<file path="src/gauntlet_pkg.sv">
// Shared widths and the ROM download address map
// Game type codes, joystick, keyboard event and seat select types
// Scan code tables for the Gauntlet and Vindicators Part II key maps
// Four-player game test

package gauntlet_pkg;

	// ##########################################################################
	// Widths and address map
	// ##########################################################################
	localparam int IOCTL_AW     = 25;         // Loader byte address
	localparam int PROG_AW      = 19;         // CPU program word address
	localparam int PROG_BANK_AW = 15;         // 32K words per bank
	localparam int AUDIO_AW     = 15;         // 32 KB audio ROM

	localparam logic [IOCTL_AW-1:0] PROG_A_BASE = 25'h00C0000; // 9A/9B, 64 KB
	localparam logic [IOCTL_AW-1:0] PROG_B_BASE = 25'h0100000; // 7A/7B, 64 KB
	localparam logic [IOCTL_AW-1:0] AUDIO_BASE  = 25'h0140000; // 16S, 32 KB

	// Read address bits 18..15 per bank
	localparam logic [3:0] PROG_A_SEL = 4'd0;
	localparam logic [3:0] PROG_B_SEL = 4'd4;

	localparam logic [15:0] IDX_ROM  = 16'd0; // ROM image
	localparam logic [15:0] IDX_GAME = 16'd1; // Game type byte

	localparam int NUM_PLAYERS = 4;
	localparam int VIND_COINS  = 2;           // Coins 3 and 4 unused in Vindicators

	// ##########################################################################
	// Types
	// ##########################################################################
	typedef logic [7:0]  byte_t;
	typedef logic [15:0] word_t;

	typedef enum logic [7:0] {
		GT_GAUNTLET    = 8'd104,
		GT_GAUNTLET2   = 8'd106,
		GT_GAUNTLET_2P = 8'd107,
		GT_VIND2       = 8'd118
	} game_t;

	// MSB first, so right lands in bit 0
	typedef struct packed {
		logic       start;  // Bit 9
		logic       coin;   // Bit 8
		logic [3:0] btn;    // Buttons 4..1
		logic       up;
		logic       down;
		logic       left;
		logic       right;  // Bit 0
	} joy_t;

	typedef logic [1:0] seat_sel_t;           // Joystick offset per seat

	typedef struct packed {
		logic       toggle; // Flips on every event
		logic       pressed;
		logic [8:0] code;   // Bit 8 marks extended codes
	} ps2_key_t;

	// ##########################################################################
	// Scan codes
	// ##########################################################################
	// Gauntlet, indexed by player
	localparam logic [8:0] KG_UP    [NUM_PLAYERS] = '{9'h175, 9'h02D, 9'h043, 9'h075};
	localparam logic [8:0] KG_DOWN  [NUM_PLAYERS] = '{9'h172, 9'h02B, 9'h042, 9'h072};
	localparam logic [8:0] KG_LEFT  [NUM_PLAYERS] = '{9'h16B, 9'h023, 9'h03B, 9'h06B};
	localparam logic [8:0] KG_RIGHT [NUM_PLAYERS] = '{9'h174, 9'h034, 9'h04B, 9'h074};
	localparam logic [8:0] KG_FIRE  [NUM_PLAYERS] = '{9'h014, 9'h01C, 9'h114, 9'h070};
	localparam logic [8:0] KG_MAGIC [NUM_PLAYERS] = '{9'h011, 9'h01B, 9'h059, 9'h071};
	localparam logic [8:0] KC_COIN  [NUM_PLAYERS] = '{9'h02E, 9'h036, 9'h03D, 9'h03E};

	// Vindicators, indexed by port bit: L trig, R trig, L thumb, R thumb, then treads
	localparam logic [8:0] KV_P1 [8] = '{9'h01C, 9'h02B, 9'h015, 9'h02D,
		9'h01D, 9'h024, 9'h01B, 9'h023};
	localparam logic [8:0] KV_P2 [8] = '{9'h033, 9'h04B, 9'h035, 9'h044,
		9'h03C, 9'h043, 9'h03B, 9'h042};
	localparam logic [8:0] KV_START [2] = '{9'h016, 9'h01E}; // Keys 1 and 2

	// Gauntlet and Gauntlet II have four character seats
	function automatic logic is_four_player(game_t gt);
		return (gt == GT_GAUNTLET) || (gt == GT_GAUNTLET2);
	endfunction

endpackage

</file>
<file path="src/rom_wr_if.sv">
// ROM write bus from the download decoder to the memories
// Region strobes, loader address, assembled word and raw byte

`timescale 1ns/1ps

interface rom_wr_if;
	import gauntlet_pkg::*;

	logic                prog_a_wr; // One-cycle strobes
	logic                prog_b_wr;
	logic                audio_wr;
	logic [IOCTL_AW-1:0] wr_addr;   // Byte address as sent by the host
	word_t               wr_word;   // Previous byte in the high half
	byte_t               wr_byte;

	modport loader (
		output prog_a_wr, prog_b_wr, audio_wr, wr_addr, wr_word, wr_byte
	);

	modport mem (
		input prog_a_wr, prog_b_wr, audio_wr, wr_addr, wr_word, wr_byte
	);

endinterface

</file>
<file path="src/rom_loader.sv">
// ROM download decoder
// Byte pair accumulator for the program banks, region decode,
// registered write strobes and the game type register

`timescale 1ns/1ps

module rom_loader (
	input  logic                                 clk_sys,
	input  logic                                 rst,
	input  logic                                 ioctl_download,
	input  logic                                 ioctl_wr,
	input  logic [15:0]                          ioctl_index,
	input  logic [gauntlet_pkg::IOCTL_AW-1:0]    ioctl_addr,
	input  gauntlet_pkg::byte_t                  ioctl_dout,
	rom_wr_if.loader                             wr,
	output gauntlet_pkg::game_t                  game_type
);
	import gauntlet_pkg::*;

	logic  accept;                   // Valid ROM byte this cycle
	logic  in_prog_a, in_prog_b;     // 64 KB regions
	logic  in_audio;                 // 32 KB region
	byte_t prev_byte;                // High byte of the next word

	assign accept = ioctl_wr && ioctl_download && (ioctl_index == IDX_ROM);

	// Region match on the bits above the region size
	assign in_prog_a = ioctl_addr[IOCTL_AW-1:16] == PROG_A_BASE[IOCTL_AW-1:16];
	assign in_prog_b = ioctl_addr[IOCTL_AW-1:16] == PROG_B_BASE[IOCTL_AW-1:16];
	assign in_audio  = ioctl_addr[IOCTL_AW-1:15] == AUDIO_BASE[IOCTL_AW-1:15];

	// Every accepted byte shifts in whatever the region
	always_ff @(posedge clk_sys) begin
		if (accept) prev_byte <= ioctl_dout;
	end

	// ##########################################################################
	// Write stage towards the memories
	// ##########################################################################
	always_ff @(posedge clk_sys) begin
		if (rst) begin
			wr.prog_a_wr <= 1'b0;
			wr.prog_b_wr <= 1'b0;
			wr.audio_wr  <= 1'b0;
		end else begin
			wr.prog_a_wr <= accept && in_prog_a && ioctl_addr[0]; // Odd byte closes a word
			wr.prog_b_wr <= accept && in_prog_b && ioctl_addr[0];
			wr.audio_wr  <= accept && in_audio;                   // Every audio byte is written
		end
	end

	// Payload registered alongside the strobes
	always_ff @(posedge clk_sys) begin
		wr.wr_addr <= ioctl_addr;
		wr.wr_word <= {prev_byte, ioctl_dout}; // prev_byte still holds the even byte
		wr.wr_byte <= ioctl_dout;
	end

	// Game type byte from index 1 writes
	always_ff @(posedge clk_sys) begin
		if (rst) begin
			game_type <= GT_GAUNTLET;
		end else if (ioctl_wr && (ioctl_index == IDX_GAME)) begin
			game_type <= game_t'(ioctl_dout);
		end
	end

endmodule

</file>
<file path="src/flat_wrapper.sv">
// flat-port wrapper written by rule: the top's interface ports become plain ports
module rom_loader_flat import gauntlet_pkg::*;
  (clk_sys, rst, ioctl_download, ioctl_wr, ioctl_index, ioctl_addr, ioctl_dout, game_type, wr_prog_a_wr, wr_prog_b_wr, wr_audio_wr, wr_wr_addr, wr_wr_word, wr_wr_byte);
  rom_wr_if wr_i ();
  input  logic clk_sys;
  input  logic rst;
  input  logic ioctl_download;
  input  logic ioctl_wr;
  input  logic [15:0] ioctl_index;
  input  logic [gauntlet_pkg::IOCTL_AW-1:0] ioctl_addr;
  input  gauntlet_pkg::byte_t ioctl_dout;
  output gauntlet_pkg::game_t game_type;
  output wire logic [$bits(wr_i.prog_a_wr)-1:0] wr_prog_a_wr;
  output wire logic [$bits(wr_i.prog_b_wr)-1:0] wr_prog_b_wr;
  output wire logic [$bits(wr_i.audio_wr)-1:0] wr_audio_wr;
  output wire logic [$bits(wr_i.wr_addr)-1:0] wr_wr_addr;
  output wire logic [$bits(wr_i.wr_word)-1:0] wr_wr_word;
  output wire logic [$bits(wr_i.wr_byte)-1:0] wr_wr_byte;
  assign wr_prog_a_wr = wr_i.prog_a_wr;
  assign wr_prog_b_wr = wr_i.prog_b_wr;
  assign wr_audio_wr = wr_i.audio_wr;
  assign wr_wr_addr = wr_i.wr_addr;
  assign wr_wr_word = wr_i.wr_word;
  assign wr_wr_byte = wr_i.wr_byte;
  rom_loader u_core (.clk_sys(clk_sys), .rst(rst), .ioctl_download(ioctl_download), .ioctl_wr(ioctl_wr), .ioctl_index(ioctl_index), .ioctl_addr(ioctl_addr), .ioctl_dout(ioctl_dout), .wr(wr_i), .game_type(game_type));
endmodule
</file>
<file path="config.mk">
export PLATFORM = sky130hd
export DESIGN_NAME = rom_loader_flat
export DESIGN_NICKNAME = d
export VERILOG_FILES = /design/src/gauntlet_pkg.sv /design/src/rom_wr_if.sv /design/src/rom_loader.sv /design/src/flat_wrapper.sv
export SDC_FILE = /design/constraint.sdc
export NUM_CORES = 1
export LEC_CHECK = 0
export ABC_AREA = 1
export BUFFER_PORTS_ARGS = -buffer_cell sky130_fd_sc_hd__clkbuf_2
export CAP_MARGIN = 20
export CORE_MARGIN = 4
export CORE_UTILIZATION = 36
export CTS_CLUSTER_SIZE = 8
export DETAILED_ROUTE_END_ITERATION = 7
export PLACE_DENSITY_LB_ADDON = 0.15
export RECOVER_POWER = 25
export SYNTH_ARGS = -nofsm -noshare
export SYNTH_HDL_FRONTEND = slang
export SYNTH_SLANG_ARGS = --single-unit
</file>
<file path="constraint.sdc">
create_clock -name clk_sys -period 1.3 [get_ports clk_sys]
set_input_delay 0.325 -clock clk_sys [delete_from_list [all_inputs] [get_ports clk_sys]]
set_output_delay 0.325 -clock clk_sys [all_outputs]
set_load 0.02 [all_outputs]
</file>
======== Yosys cells after proc, flatten, opt, wreduce, memory -nomap -nowiden ========
Index checks and enable logic that the tools add are counted.
word-level totals
  register bits after elaboration ......... 68
  bits of input ports ..................... 53
  output and inout bits ................... 60
  logic and storage cells ................. 21
operators by class
  equality and inequality tests ........... 4
  reduce and logical (&&, ||, !) cells .... 9
operator list
  operator             count
  $eq 16x1->1 const B  1
  $logic_not 16->1     1
  $eq 10x6->1 const B  1
  $eq 9x4->1 const B   1
  $eq 9x5->1 const B   1
  $logic_and 1x1->1    8

======== Longest topological paths before layout ========
Gate-level depths: netlist (run 1).
  depth after elaboration ................. 4
  gate-level depth with buffers ........... 8
  depth with buffers taken out ............ 7

======== Worst setup path before layout (run 1) ========
No wires, ideal clock.
  path type ............................... input-to-reg
  from .................................... in ioctl_index[5]
  to ...................................... reg u_core.prev_byte[0] (enable)
  library setup time ...................... 324 ps
  arrival ................................. 1075 ps
  data required time ...................... 976 ps
  setup slack ............................. -99 ps
  stages .................................. 4
  buffers on the path ..................... 0
  cells stage by stage .................... or2_4 > nor2_4 > nand3_1 > inv_1
between the ends
  cells in the longest elaborated chain, start to end .. 2
ends and longest elaborated chain
  element               line               source
  from (decl)           flat_wrapper.sv:9  input logic [15:0] ioctl_index;
  $logic_not 16->1      rom_loader.sv:25   assign accept = ioctl_wr && ioctl_download && (ioctl_index == IDX_ROM);
  $logic_and 1x1->1     rom_loader.sv:25
  via u_core.accept     rom_loader.sv:20   logic accept;
  to (signal assigned)  rom_loader.sv:34   if (accept) prev_byte <= ioctl_dout;
  to (decl)             rom_loader.sv:23   byte_t prev_byte;
The timed path passes the listed nets, and every way through them passes these cells.
A chain may end at the register's enable or synchronous reset.

======== Worst setup path in the final report (run 1) ========
  from .................................... reg u_core.game_type[6]
  to ...................................... out game_type[6]
RTL lines
  element                 line                source
  from (decl)             rom_loader.sv:16    output gauntlet_pkg::game_t game_type
  from (signal assigned)  rom_loader.sv:64    game_type <= game_t'(ioctl_dout);
  to (decl)               flat_wrapper.sv:12  output gauntlet_pkg::game_t game_type;
No word-level cell between the ends.

==> results of run 1 <==
==> layer usage <==
metal	global-route usage, %	wire length (um)
met3	5.79	399
met4	7.61	15
met1	12.4	1420
met5	0	0
met2	20.9	1700
==> cells by family after synthesis <==
logic type,count (synthesis)
simple gates,62
flops,60
buf+inv,18
==> layout by cell type (no fill, tap or decap), drive strengths merged, types with 3 or more instances in the layout <==
cell | netlist | final
buf | 9 | 4
bufinv | 0 | 4
clkbuf | 0 | 121
clkinv | 0 | 3
dfxtp | 52 | 52
edfxtp | 8 | 8
inv | 9 | 9
nand2 | 20 | 20
nand3 | 6 | 6
nand4 | 4 | 4
nor2 | 24 | 24
or2 | 3 | 3
==> flip-flops by register name (all words and copies together), names as in the netlist <==
name,count
u_core.wr.wr_word,16
u_core.wr.wr_addr,25
u_core.game_type,8
u_core.prev_byte,8
u_core.wr.audio_wr,1
u_core.wr.prog_a_wr,1
u_core.wr.prog_b_wr,1
==> worst min-delay path by stage <==
stage                        startpoint  cells after the start  slack (ps)               endpoint
floorplan           u_core.prev_byte[2]                      0         320  u_core.wr.wr_word[10]
global placement    u_core.prev_byte[2]                      0         320  u_core.wr.wr_word[10]
detailed placement  u_core.prev_byte[6]                      0         330  u_core.wr.wr_word[14]
CTS                      ioctl_addr[10]                      1          90  u_core.wr.wr_addr[10]
global route             ioctl_addr[10]                      1          90  u_core.wr.wr_addr[10]
finish                   ioctl_addr[10]                      1         110  u_core.wr.wr_addr[10]
==> power breakdown <==
| group | switching, mW | internal (mW) | total [mW] |
|---|---|---|---|
| Clock | 0.691 | 1.46 | 2.15 |
| Combinational | 0.161 | 0.105 | 0.266 |
| Sequential | 0.0151 | 1.93 | 1.95 |
| Total | 0.867 | 3.50 | 4.37 |
==> per-stage QoR <==
step | worst slack (ps) | util [%] | instance area, um^2 | hold slack, ps
finish | 137 | 56.8 | 2520 | 106
global placement | -62.6 | 51.4 | 2280 | 324
detailed placement | -71.0 | 51.4 | 2280 | 328
global route | 73.9 | 56.8 | 2520 | 85.6
floorplan | 5.32 | - | 1700 | 323
CTS | 104 | 57.3 | 2550 | 87.0
==> area by class of cell <==
class / count / area [um^2] / share of cell area [%]
clock buffers: 9 / 124 / 4.91
clock inverters: 7 / 139 / 5.50
flip-flops and latches: 60 / 1280 / 50.7
multi-input cells: 62 / 314 / 12.4
inverters: 9 / 33.8 / 1.34
repair buffers: 116 / 568 / 22.5
well taps: 52 / 65.1 / 2.58
==> impl_metrics.env, run 1 <==
export IMPL_status="complete, no violations"
export IMPL_dieArea_mm2=0.00587
export IMPL_root_buffer="clkbuf_8"
export IMPL_setup_viol=0
export IMPL_cts_htree_levels=3
export IMPL_wl_mm=3.53
export IMPL_vias_per_cell=4.10
export IMPL_ios=113
export IMPL_clock_path_buffers=2
export IMPL_synth_top_area_cell="dfxtp_1"
export IMPL_synthXorXnorAreaFrac_pct=0
export IMPL_ys_flop_type="dfxtp_1"
export IMPL_synth_seq_cells=60
export IMPL_synth_compound_gate_area_share_pct=0
export IMPL_path_delay_family="flip-flops"
export IMPL_dr_pass1_iters=4
export IMPL_yosys_warnings=0
export IMPL_synth_top_area_share_pct=61.4
export IMPL_grt_pass1_vias=1310
export IMPL_worst_path_max_delay_cell="dfxtp_1"
export IMPL_synth_top_cells_by_count="dfxtp_1 (52), nor2_1 (21), nand2_1 (20)"
export IMPL_die_h_um=76.6
export IMPL_r2r_start="u_core.game_type[1]"
export IMPL_rows=24
export IMPL_core_area_mm2=0.00444
export IMPL_leakage_nw=1.24
export IMPL_fin_nets=311
export IMPL_grt_usage_pct=12.4
export IMPL_critPathLaunch="u_core.game_type[6]"
export IMPL_grt_max_degree=14
export IMPL_timing_worst_setup_path_type="register to output port"
export IMPL_worst_hold_path_type="primary input to register"
export IMPL_cts_made_buffers=9
export IMPL_syn_nets=193
export IMPL_diodes=0
export IMPL_synth_top_family_by_area="simple AND/OR/NAND/NOR gates"
export IMPL_worstPathRequired_ps=980
export IMPL_finalCriticalPeriod_ps=1160
export IMPL_syn_cell_area_mm2=0.00170
export IMPL_ant_nets=0
export IMPL_cts_tree="yes"
export IMPL_cap_violations=0
export IMPL_dp_cells=299
export IMPL_worstPathCellList="clkbuf_2"
export IMPL_fmax_ghz=0.860
export IMPL_skew_ps=4.86
export IMPL_p_per_area_mw_per_mm2=1730
export IMPL_route_detailed_drc=0
export IMPL_die_w_um=76.6
export IMPL_synthMuxAreaShare_pct=0
export IMPL_critPathMaxStageDelay_ps=350
export IMPL_arrival_ps=840
export IMPL_layout_drive_gt1_share_pct=46.4
export IMPL_synthCells=140
export IMPL_reg2reg_depth=4
export IMPL_rrSetupSlack_ps=670
export IMPL_ctsHoldBuffers=0
export IMPL_ys_top_cells_by_area="dfxtp_1 (61%), edfxtp_1 (14%), nor2_1 (4.6%), nand2_1 (4.4%), buf_4 (3.5%)"
export IMPL_hold_viol_final=0
export IMPL_numPortBuffers=112
export IMPL_syn_area_per_cell_um2=12.1
export IMPL_synth_edf_count=8
export IMPL_async_reset_ff_share_pct=0
export IMPL_tns_ps=0
export IMPL_r2r_end="u_core.game_type[1]"
export IMPL_drv_slew=0
export IMPL_synth_simple_gate_area_share_pct=18.2
export IMPL_grt_pass1_wl_mm=5.65
export IMPL_tightest_slew_ps=278
export IMPL_grt_overflow_total=0
export IMPL_power_total_mw=4.37
export IMPL_period_share_pct=89.5
export IMPL_cts_resized=0
export IMPL_cp_start_kind="register"
export IMPL_clkTransAtPathRegs_ps=60
export IMPL_clock_latency_ps=320
export IMPL_slew_headroom_pct=81.4
export IMPL_drt_initial_drc_count=55
export IMPL_start_util_pct=38.1
export IMPL_yosysUniqueCellTypes=17
export IMPL_cts_sinks=60
export IMPL_fin_cells=315
export IMPL_ir_drop_v=0.000866
export IMPL_worstPathMaxFanout=2
export IMPL_synthAdderAreaFrac_pct=0
export IMPL_syn2layout_area_growth_pct=48.9
export IMPL_critPathCapture="game_type[6]"
export IMPL_detailed_place_hpwl_mm=2.85
export IMPL_cp_num_buf_inv=1
export IMPL_cp_num_cells=1
export IMPL_vias=1293
export IMPL_rsz0062_at_grt="false"
export IMPL_wl_per_cell_um=11.2
export IMPL_yosysSeqAreaShare_pct=75.6
export IMPL_routabilityCongestion=0.736
export IMPL_post_cts_setup_buffer_count=0
export IMPL_yosysMostFrequentCell="dfxtp_1"
export IMPL_setup_worst_path_end_class="output port"
export IMPL_fillers=417
export IMPL_antenna_found_initial=0
No activity file was read; power rests on OpenSTA's default activity.
==> run 2: changes to the inputs <==
--- a/config.mk
+++ b/config.mk
@@ -8,6 +8,7 @@
 export ABC_AREA = 1
 export BUFFER_PORTS_ARGS = -buffer_cell sky130_fd_sc_hd__clkbuf_2
 export CAP_MARGIN = 20
+export CORE_ASPECT_RATIO = 1.4
 export CORE_MARGIN = 4
 export CORE_UTILIZATION = 36
 export CTS_CLUSTER_SIZE = 8
==> run 2 against run 1 <==
  * Wire length down 0.42%
  * Sequential share of layout area shrank 0.10 points
  * Total power is 4.7% lower
  * Count of clock-buffer cells in the layout unchanged
  * Combinational power barely moved
  * Worst hold slack got worse by 6.2 ps
==> impl_metrics.env, run 2 (synthesis gave the netlist of run 1 again) <==
export IMPL_power_total_mw=4.16
export IMPL_grt_pass1_wl_mm=5.42
export IMPL_final_common_cell="clkbuf_2"
export IMPL_stdcell_area_mm2=0.00253
export IMPL_wl_mm=3.52
export IMPL_dp_slack_ps=-60.4
export IMPL_numPortBuffers=112
export IMPL_setup_ws_ps=118
export IMPL_worstPathCellList="clkbuf_2"
export IMPL_p_per_area_mw_per_mm2=1650
export IMPL_tightest_slew_ps=306
export IMPL_cp_start_kind="register"
export IMPL_hold_viol_final=0
export IMPL_worst_hold_path_type="primary input to register"
export IMPL_status="complete, no violations"
export IMPL_final_cell_mix="clkbuf_2 (95), dfxtp_1 (52), nor2_1 (21)"
export IMPL_top_regs="u_core.wr.wr_addr: 25 flops, u_core.wr.wr_word: 16 flops"
export IMPL_core_area_mm2=0.00454
export IMPL_route_detailed_drc=0
export IMPL_die_w_um=66
export IMPL_wl_per_cell_um=10.8
export IMPL_dr_pass1_iters=2
export IMPL_rsz0062_at_grt="false"
export IMPL_detailed_place_hpwl_mm=2.95
export IMPL_top_register="u_core.wr.wr_addr"
export IMPL_slew_headroom_pct=79.5
export IMPL_ctsHoldBuffers=0
export IMPL_drt_initial_drc_count=25
export IMPL_drv_slew=0
export IMPL_cts_resized=0
export IMPL_fin_nets=313
export IMPL_whs_ps=99.7
export IMPL_clock_path_buffers=2
export IMPL_critPathMaxStageDelay_ps=350
export IMPL_clock_latency_ps=320
export IMPL_worstPathMaxFanout=2
export IMPL_post_cts_setup_buffer_count=0
export IMPL_skew_ps=3.29
export IMPL_antenna_found_initial=0
export IMPL_path_delay_family="flip-flops"
export IMPL_ir_drop_v=0.000850
export IMPL_fmax_ghz=0.846
export IMPL_grt_max_degree=14
export IMPL_ant_nets=0
export IMPL_cp_num_buf_inv=1
export IMPL_worstPathRequired_ps=980
export IMPL_fin_util_pct=55.8
export IMPL_finalCriticalPeriod_ps=1180
export IMPL_grt_pass1_vias=1324
export IMPL_setup_viol=0
export IMPL_clkTransAtPathRegs_ps=70
export IMPL_vias=1310
export IMPL_cts_made_buffers=9
export IMPL_cts_sinks=60
export IMPL_vias_per_cell=4.01
export IMPL_ios=113
export IMPL_root_buffer="clkbuf_8"
export IMPL_start_util_pct=37.4
export IMPL_rows=29
export IMPL_grt_overflow_total=0
export IMPL_syn2layout_area_growth_pct=49.2
export IMPL_cap_violations=0
export IMPL_timing_worst_setup_path_type="register to output port"
export IMPL_routabilityCongestion=0.704
export IMPL_arrival_ps=860
export IMPL_placed_area_mm2=0.00231
export IMPL_grt_usage_pct=12.9
export IMPL_dieArea_mm2=0.00589
export IMPL_setup_worst_path_end_class="output port"
export IMPL_largest_register_ffs=25
export IMPL_leakage_nw=1.23
export IMPL_cts_htree_levels=3
export IMPL_layout_drive_gt1_share_pct=47.2
export IMPL_worst_path_max_delay_cell="dfxtp_1"
export IMPL_period_share_pct=90.9
export IMPL_die_h_um=89.2
export IMPL_cts_tree="yes"
export IMPL_diodes=0
## run 2: changes by cell type in the layout (fill, tap and decap cells not counted)
| cell | previous run | this run |
|---|---|---|
| clkinvlp_4 | 0 | 2 |
| clkbuf_2 | 94 | 95 |
| buf_4 | 4 | 6 |
| clkbuf_1 | 18 | 17 |
| clkinv_4 | 1 | 0 |
| bufinv_16 | 4 | 3 |
## run 2: area by class of cell
class / count / area, um^2
multi-input cells: 62 / 314
repair buffers: 118 / 584
inverters: 9 / 33.8
well taps: 62 / 77.6
clock inverters: 7 / 115
fillers: 434 / 2010
clock buffers: 9 / 124
flip-flops and latches: 60 / 1280
## run 2: routing by layer
metal	global-route usage [%]	routed length, um	share of wire [%]
met5	0	0	0
met1	10.6	1120	32
met4	7.76	71	2.0
met3	8.43	477	14
met2	22.8	1850	53
## run 2: stage by stage
| stage | setup TNS (ps) | cells |
|---|---|---|
| after floorplan | 0 | 140 |
| after global placement | -532 | 311 |
| after detailed placement | -831 | 311 |
| after CTS | 0 | 327 |
| after global routing | 0 | 327 |
| final | 0 | 327 |
## run 2: path summary, 6_finish.rpt
kind	from	endpoint	slack (ps)	cells past startpoint
setup / recovery	u_core.game_type[1]	game_type[1]	120	1
hold / removal	ioctl_addr[9]	u_core.wr.wr_addr[9]	100	1
setup reg to reg	u_core.game_type[1]	u_core.game_type[1]	660	4
hold reg to reg	u_core.prev_byte[3]	u_core.wr.wr_word[11]	340	0
## run 2: report_power, final
group / total, mW / leakage, nW / internal (mW) / switching, mW
sequential: 1.95 / 0.507 / 1.93 / 0.0145
combinational: 0.269 / 0.610 / 0.107 / 0.162
clock: 1.95 / 0.115 / 1.26 / 0.682
total: 4.16 / 1.23 / 3.30 / 0.859
==> run 3: changes to the inputs <==
--- a/config.mk
+++ b/config.mk
@@ -5,7 +5,6 @@
 export SDC_FILE = /design/constraint.sdc
 export NUM_CORES = 1
 export LEC_CHECK = 0
-export ABC_AREA = 1
 export BUFFER_PORTS_ARGS = -buffer_cell sky130_fd_sc_hd__clkbuf_2
 export CAP_MARGIN = 20
 export CORE_ASPECT_RATIO = 1.4
@@ -15,6 +14,7 @@
 export DETAILED_ROUTE_END_ITERATION = 7
 export PLACE_DENSITY_LB_ADDON = 0.15
 export RECOVER_POWER = 25
+export REMOVE_ABC_BUFFERS = 1
 export SYNTH_ARGS = -nofsm -noshare
 export SYNTH_HDL_FRONTEND = slang
 export SYNTH_SLANG_ARGS = --single-unit
==> run 3 against run 2 <==
  * Count of clock-buffer cells in the layout up 5
  * Highest routed layer unchanged
  * Die area down 2.4%
  * Synthesized area shrank 2.7%
  * Register-to-register slack gained 40 ps
  * Fmax down 5.8%
  * Critical path type is now primary input to register
  * Worst hold slack better by 7.1 ps
  * Wire length up 4.7%
  * Clock skew about the same
  * Combinational power rose by 7%
  * Worst setup slack worse by 73 ps
==> impl_metrics.env, run 3 <==
export IMPL_status="complete, no violations"
export IMPL_die_h_um=88.1
export IMPL_power_share_switching_pct=21.2
export IMPL_clockPowerShare_pct=43.6
export IMPL_vias_per_cell=4.12
export IMPL_cts_tree="yes"
export IMPL_grt_pass1_wl_mm=5.47
export IMPL_ys_flop_type="dfxtp_1"
export IMPL_root_buffer="clkbuf_8"
export IMPL_final_cell_mix="clkbuf_2 (97), dfxtp_1 (52), clkbuf_1 (14)"
export IMPL_rrSetupSlack_ps=700
export IMPL_synth_top_cells_by_count="dfxtp_1 (52), nor2_1 (12), buf_4 (9)"
export IMPL_synth_edf_count=8
export IMPL_syn_cell_area_mm2=0.00165
export IMPL_start_util_pct=38.0
export IMPL_tightest_slew_ps=238
export IMPL_worst_hold_path_type="primary input to register"
export IMPL_dieArea_mm2=0.00574
export IMPL_p_per_area_mw_per_mm2=1570
export IMPL_routabilityCongestion=0.726
export IMPL_top_regs="u_core.wr.wr_addr: 25 flops, u_core.wr.wr_word: 16 flops"
export IMPL_rows=28
export IMPL_register_area_mm2=0.00128
export IMPL_die_w_um=65.2
export IMPL_yosysUniqueCellTypes=19
export IMPL_hold_viol_final=0
export IMPL_syn2layout_area_growth_pct=53.2
export IMPL_detailed_place_hpwl_mm=2.99
export IMPL_final_common_cell="clkbuf_2"
export IMPL_tns_ps=0
export IMPL_stdcell_area_mm2=0.00253
export IMPL_grt_usage_pct=12.9
export IMPL_async_reset_ff_share_pct=0
export IMPL_ir_drop_v=0.000481
export IMPL_synth_top_area_share_pct=63.1
export IMPL_setup_worst_path_end_class="register"
export IMPL_p_int_mw=3.12
export IMPL_diodes=0
export IMPL_grt_pass1_vias=1233
export IMPL_p_seq_share_pct=49.2
export IMPL_post_cts_setup_buffer_count=0
export IMPL_cp_start_kind="primary input"
export IMPL_slew_headroom_pct=84.0
export IMPL_finalCriticalPeriod_ps=1250
export IMPL_timing_worst_setup_path_type="primary input to register"
export IMPL_core_area_mm2=0.00434
export IMPL_critPathLaunch="ioctl_index[14]"
export IMPL_numPortBuffers=112
export IMPL_synthCells=117
export IMPL_switching_power_mw=0.839
export IMPL_dr_pass1_iters=4
export IMPL_skew_ps=3.55
export IMPL_cts_htree_levels=3
export IMPL_yosys_warnings=0
export IMPL_setup_viol=0
export IMPL_drt_initial_drc_count=29
export IMPL_setup_ws_ps=45.6
export IMPL_r2r_start="u_core.game_type[0]"
export IMPL_wl_mm=3.68
export IMPL_syn_area_per_cell_um2=14.1
export IMPL_multi_input_area_um2=319
export IMPL_r2r_end="u_core.game_type[0]"
export IMPL_grt_overflow_total=0
export IMPL_critPathCapture="u_core.prev_byte[2]"
export IMPL_hold_start="ioctl_addr[14]"
export IMPL_cts_sinks=60
export IMPL_reg2reg_depth=2
export IMPL_layout_drive_gt1_share_pct=52.7
export IMPL_yosysSeqAreaShare_pct=77.7
export IMPL_leakage_nw=1.17
export IMPL_largest_register_ffs=25
export IMPL_whs_ps=107
export IMPL_ys_top_cells_by_area="dfxtp_1 (63%), edfxtp_1 (15%), buf_4 (4.1%), nor4_2 (3.0%), nor2_1 (2.7%)"
export IMPL_clkTransAtPathRegs_ps=60
export IMPL_grt_max_degree=12
export IMPL_dp_slack_ps=-321
export IMPL_clock_path_buffers=2
export IMPL_route_detailed_drc=0
export IMPL_clock_latency_ps=310
export IMPL_wl_per_cell_um=12.2
export IMPL_cts_made_buffers=9
export IMPL_synth_seq_cells=60
export IMPL_ant_nets=0
export IMPL_yosysMostFrequentCell="dfxtp_1"
export IMPL_placed_area_mm2=0.00229
export IMPL_comb_power_share_pct=7.2
export IMPL_fmax_ghz=0.797
export IMPL_top_register="u_core.wr.wr_addr"
export IMPL_fillers=410
export IMPL_cap_violations=0
export IMPL_vias=1248
export IMPL_synth_top_area_cell="dfxtp_1"
export IMPL_worstPathMaxFanout=9
export IMPL_arrival_ps=1290
export IMPL_rsz0062_at_grt="false"
export IMPL_antenna_found_initial=0
export IMPL_fin_nets=291
export IMPL_period_share_pct=96.5
export IMPL_ios=113
export IMPL_worstPathRequired_ps=1330
export IMPL_drv_slew=0
[run 3: routing by layer]
layer	GRT usage (%)	vias to the layer above	wire [um]
met5	0	-	0
met4	7.92	0	41
met3	5.39	4	428
met2	22.2	76	1910
met1	12.9	531	1300
li1	-	637	-
[run 3: cell type report]
type / instances / area share [%]
inverter: 1 / 0.149
multi-input combinational: 46 / 12.6
clock buffer: 14 / 8.52
timing repair buffer: 120 / 24.6
sequential: 60 / 50.7
tap: 60 / 2.97
clock inverter: 2 / 0.396
[run 3: worst min-delay path by stage]
stage	depth (start not counted)	endpoint
detailed placement	0	u_core.wr.wr_word[11]
global route	1	u_core.wr.wr_addr[5]
global placement	0	u_core.wr.wr_word[10]
floorplan	0	u_core.wr.wr_word[10]
finish	1	u_core.wr.wr_addr[14]
CTS	1	u_core.wr.wr_addr[14]
[run 3: repair_timing]
item / 4_1_cts / 5_1_grt
setup endpoints to repair: 0 / 12
hold buffers: 0 / 0
resized for setup: 0 / 5
[run 3: worst max-delay path, cell delays in order]
cell and delay, ps:
clkbuf_2 100, nor4b_4 280, and4_1 240, and3_1 210, buf_12 130
[run 3: cells by family (layout without fill, tap and decap cells)]
logic type | Yosys count | after routing | synth area share, %
buf+inv | 11 | 137 | 4.55
flops | 60 | 60 | 77.7
compound gates | 10 | 10 | 3.03
mux | 3 | 3 | 1.82
simple gates | 33 | 33 | 12.9
[run 3: through the flow]
stage,instances,power [mW],util (%)
final,303,3.96,58.2
after global routing,303,4.14,58.2
after CTS,303,4.02,57.8
after detailed placement,287,2.27,52.6
after global placement,287,2.27,52.6
after floorplan,107,2.09,-
[run 3: power groups by stage]
stage	logic, mW	registers, mW	clock network, mW
after global routing	0.307	1.95	1.88
final	0.287	1.95	1.72
after detailed placement	0.285	1.99	0
after CTS	0.286	1.95	1.79
after global placement	0.283	1.99	0
after floorplan	0.0172	2.08	0
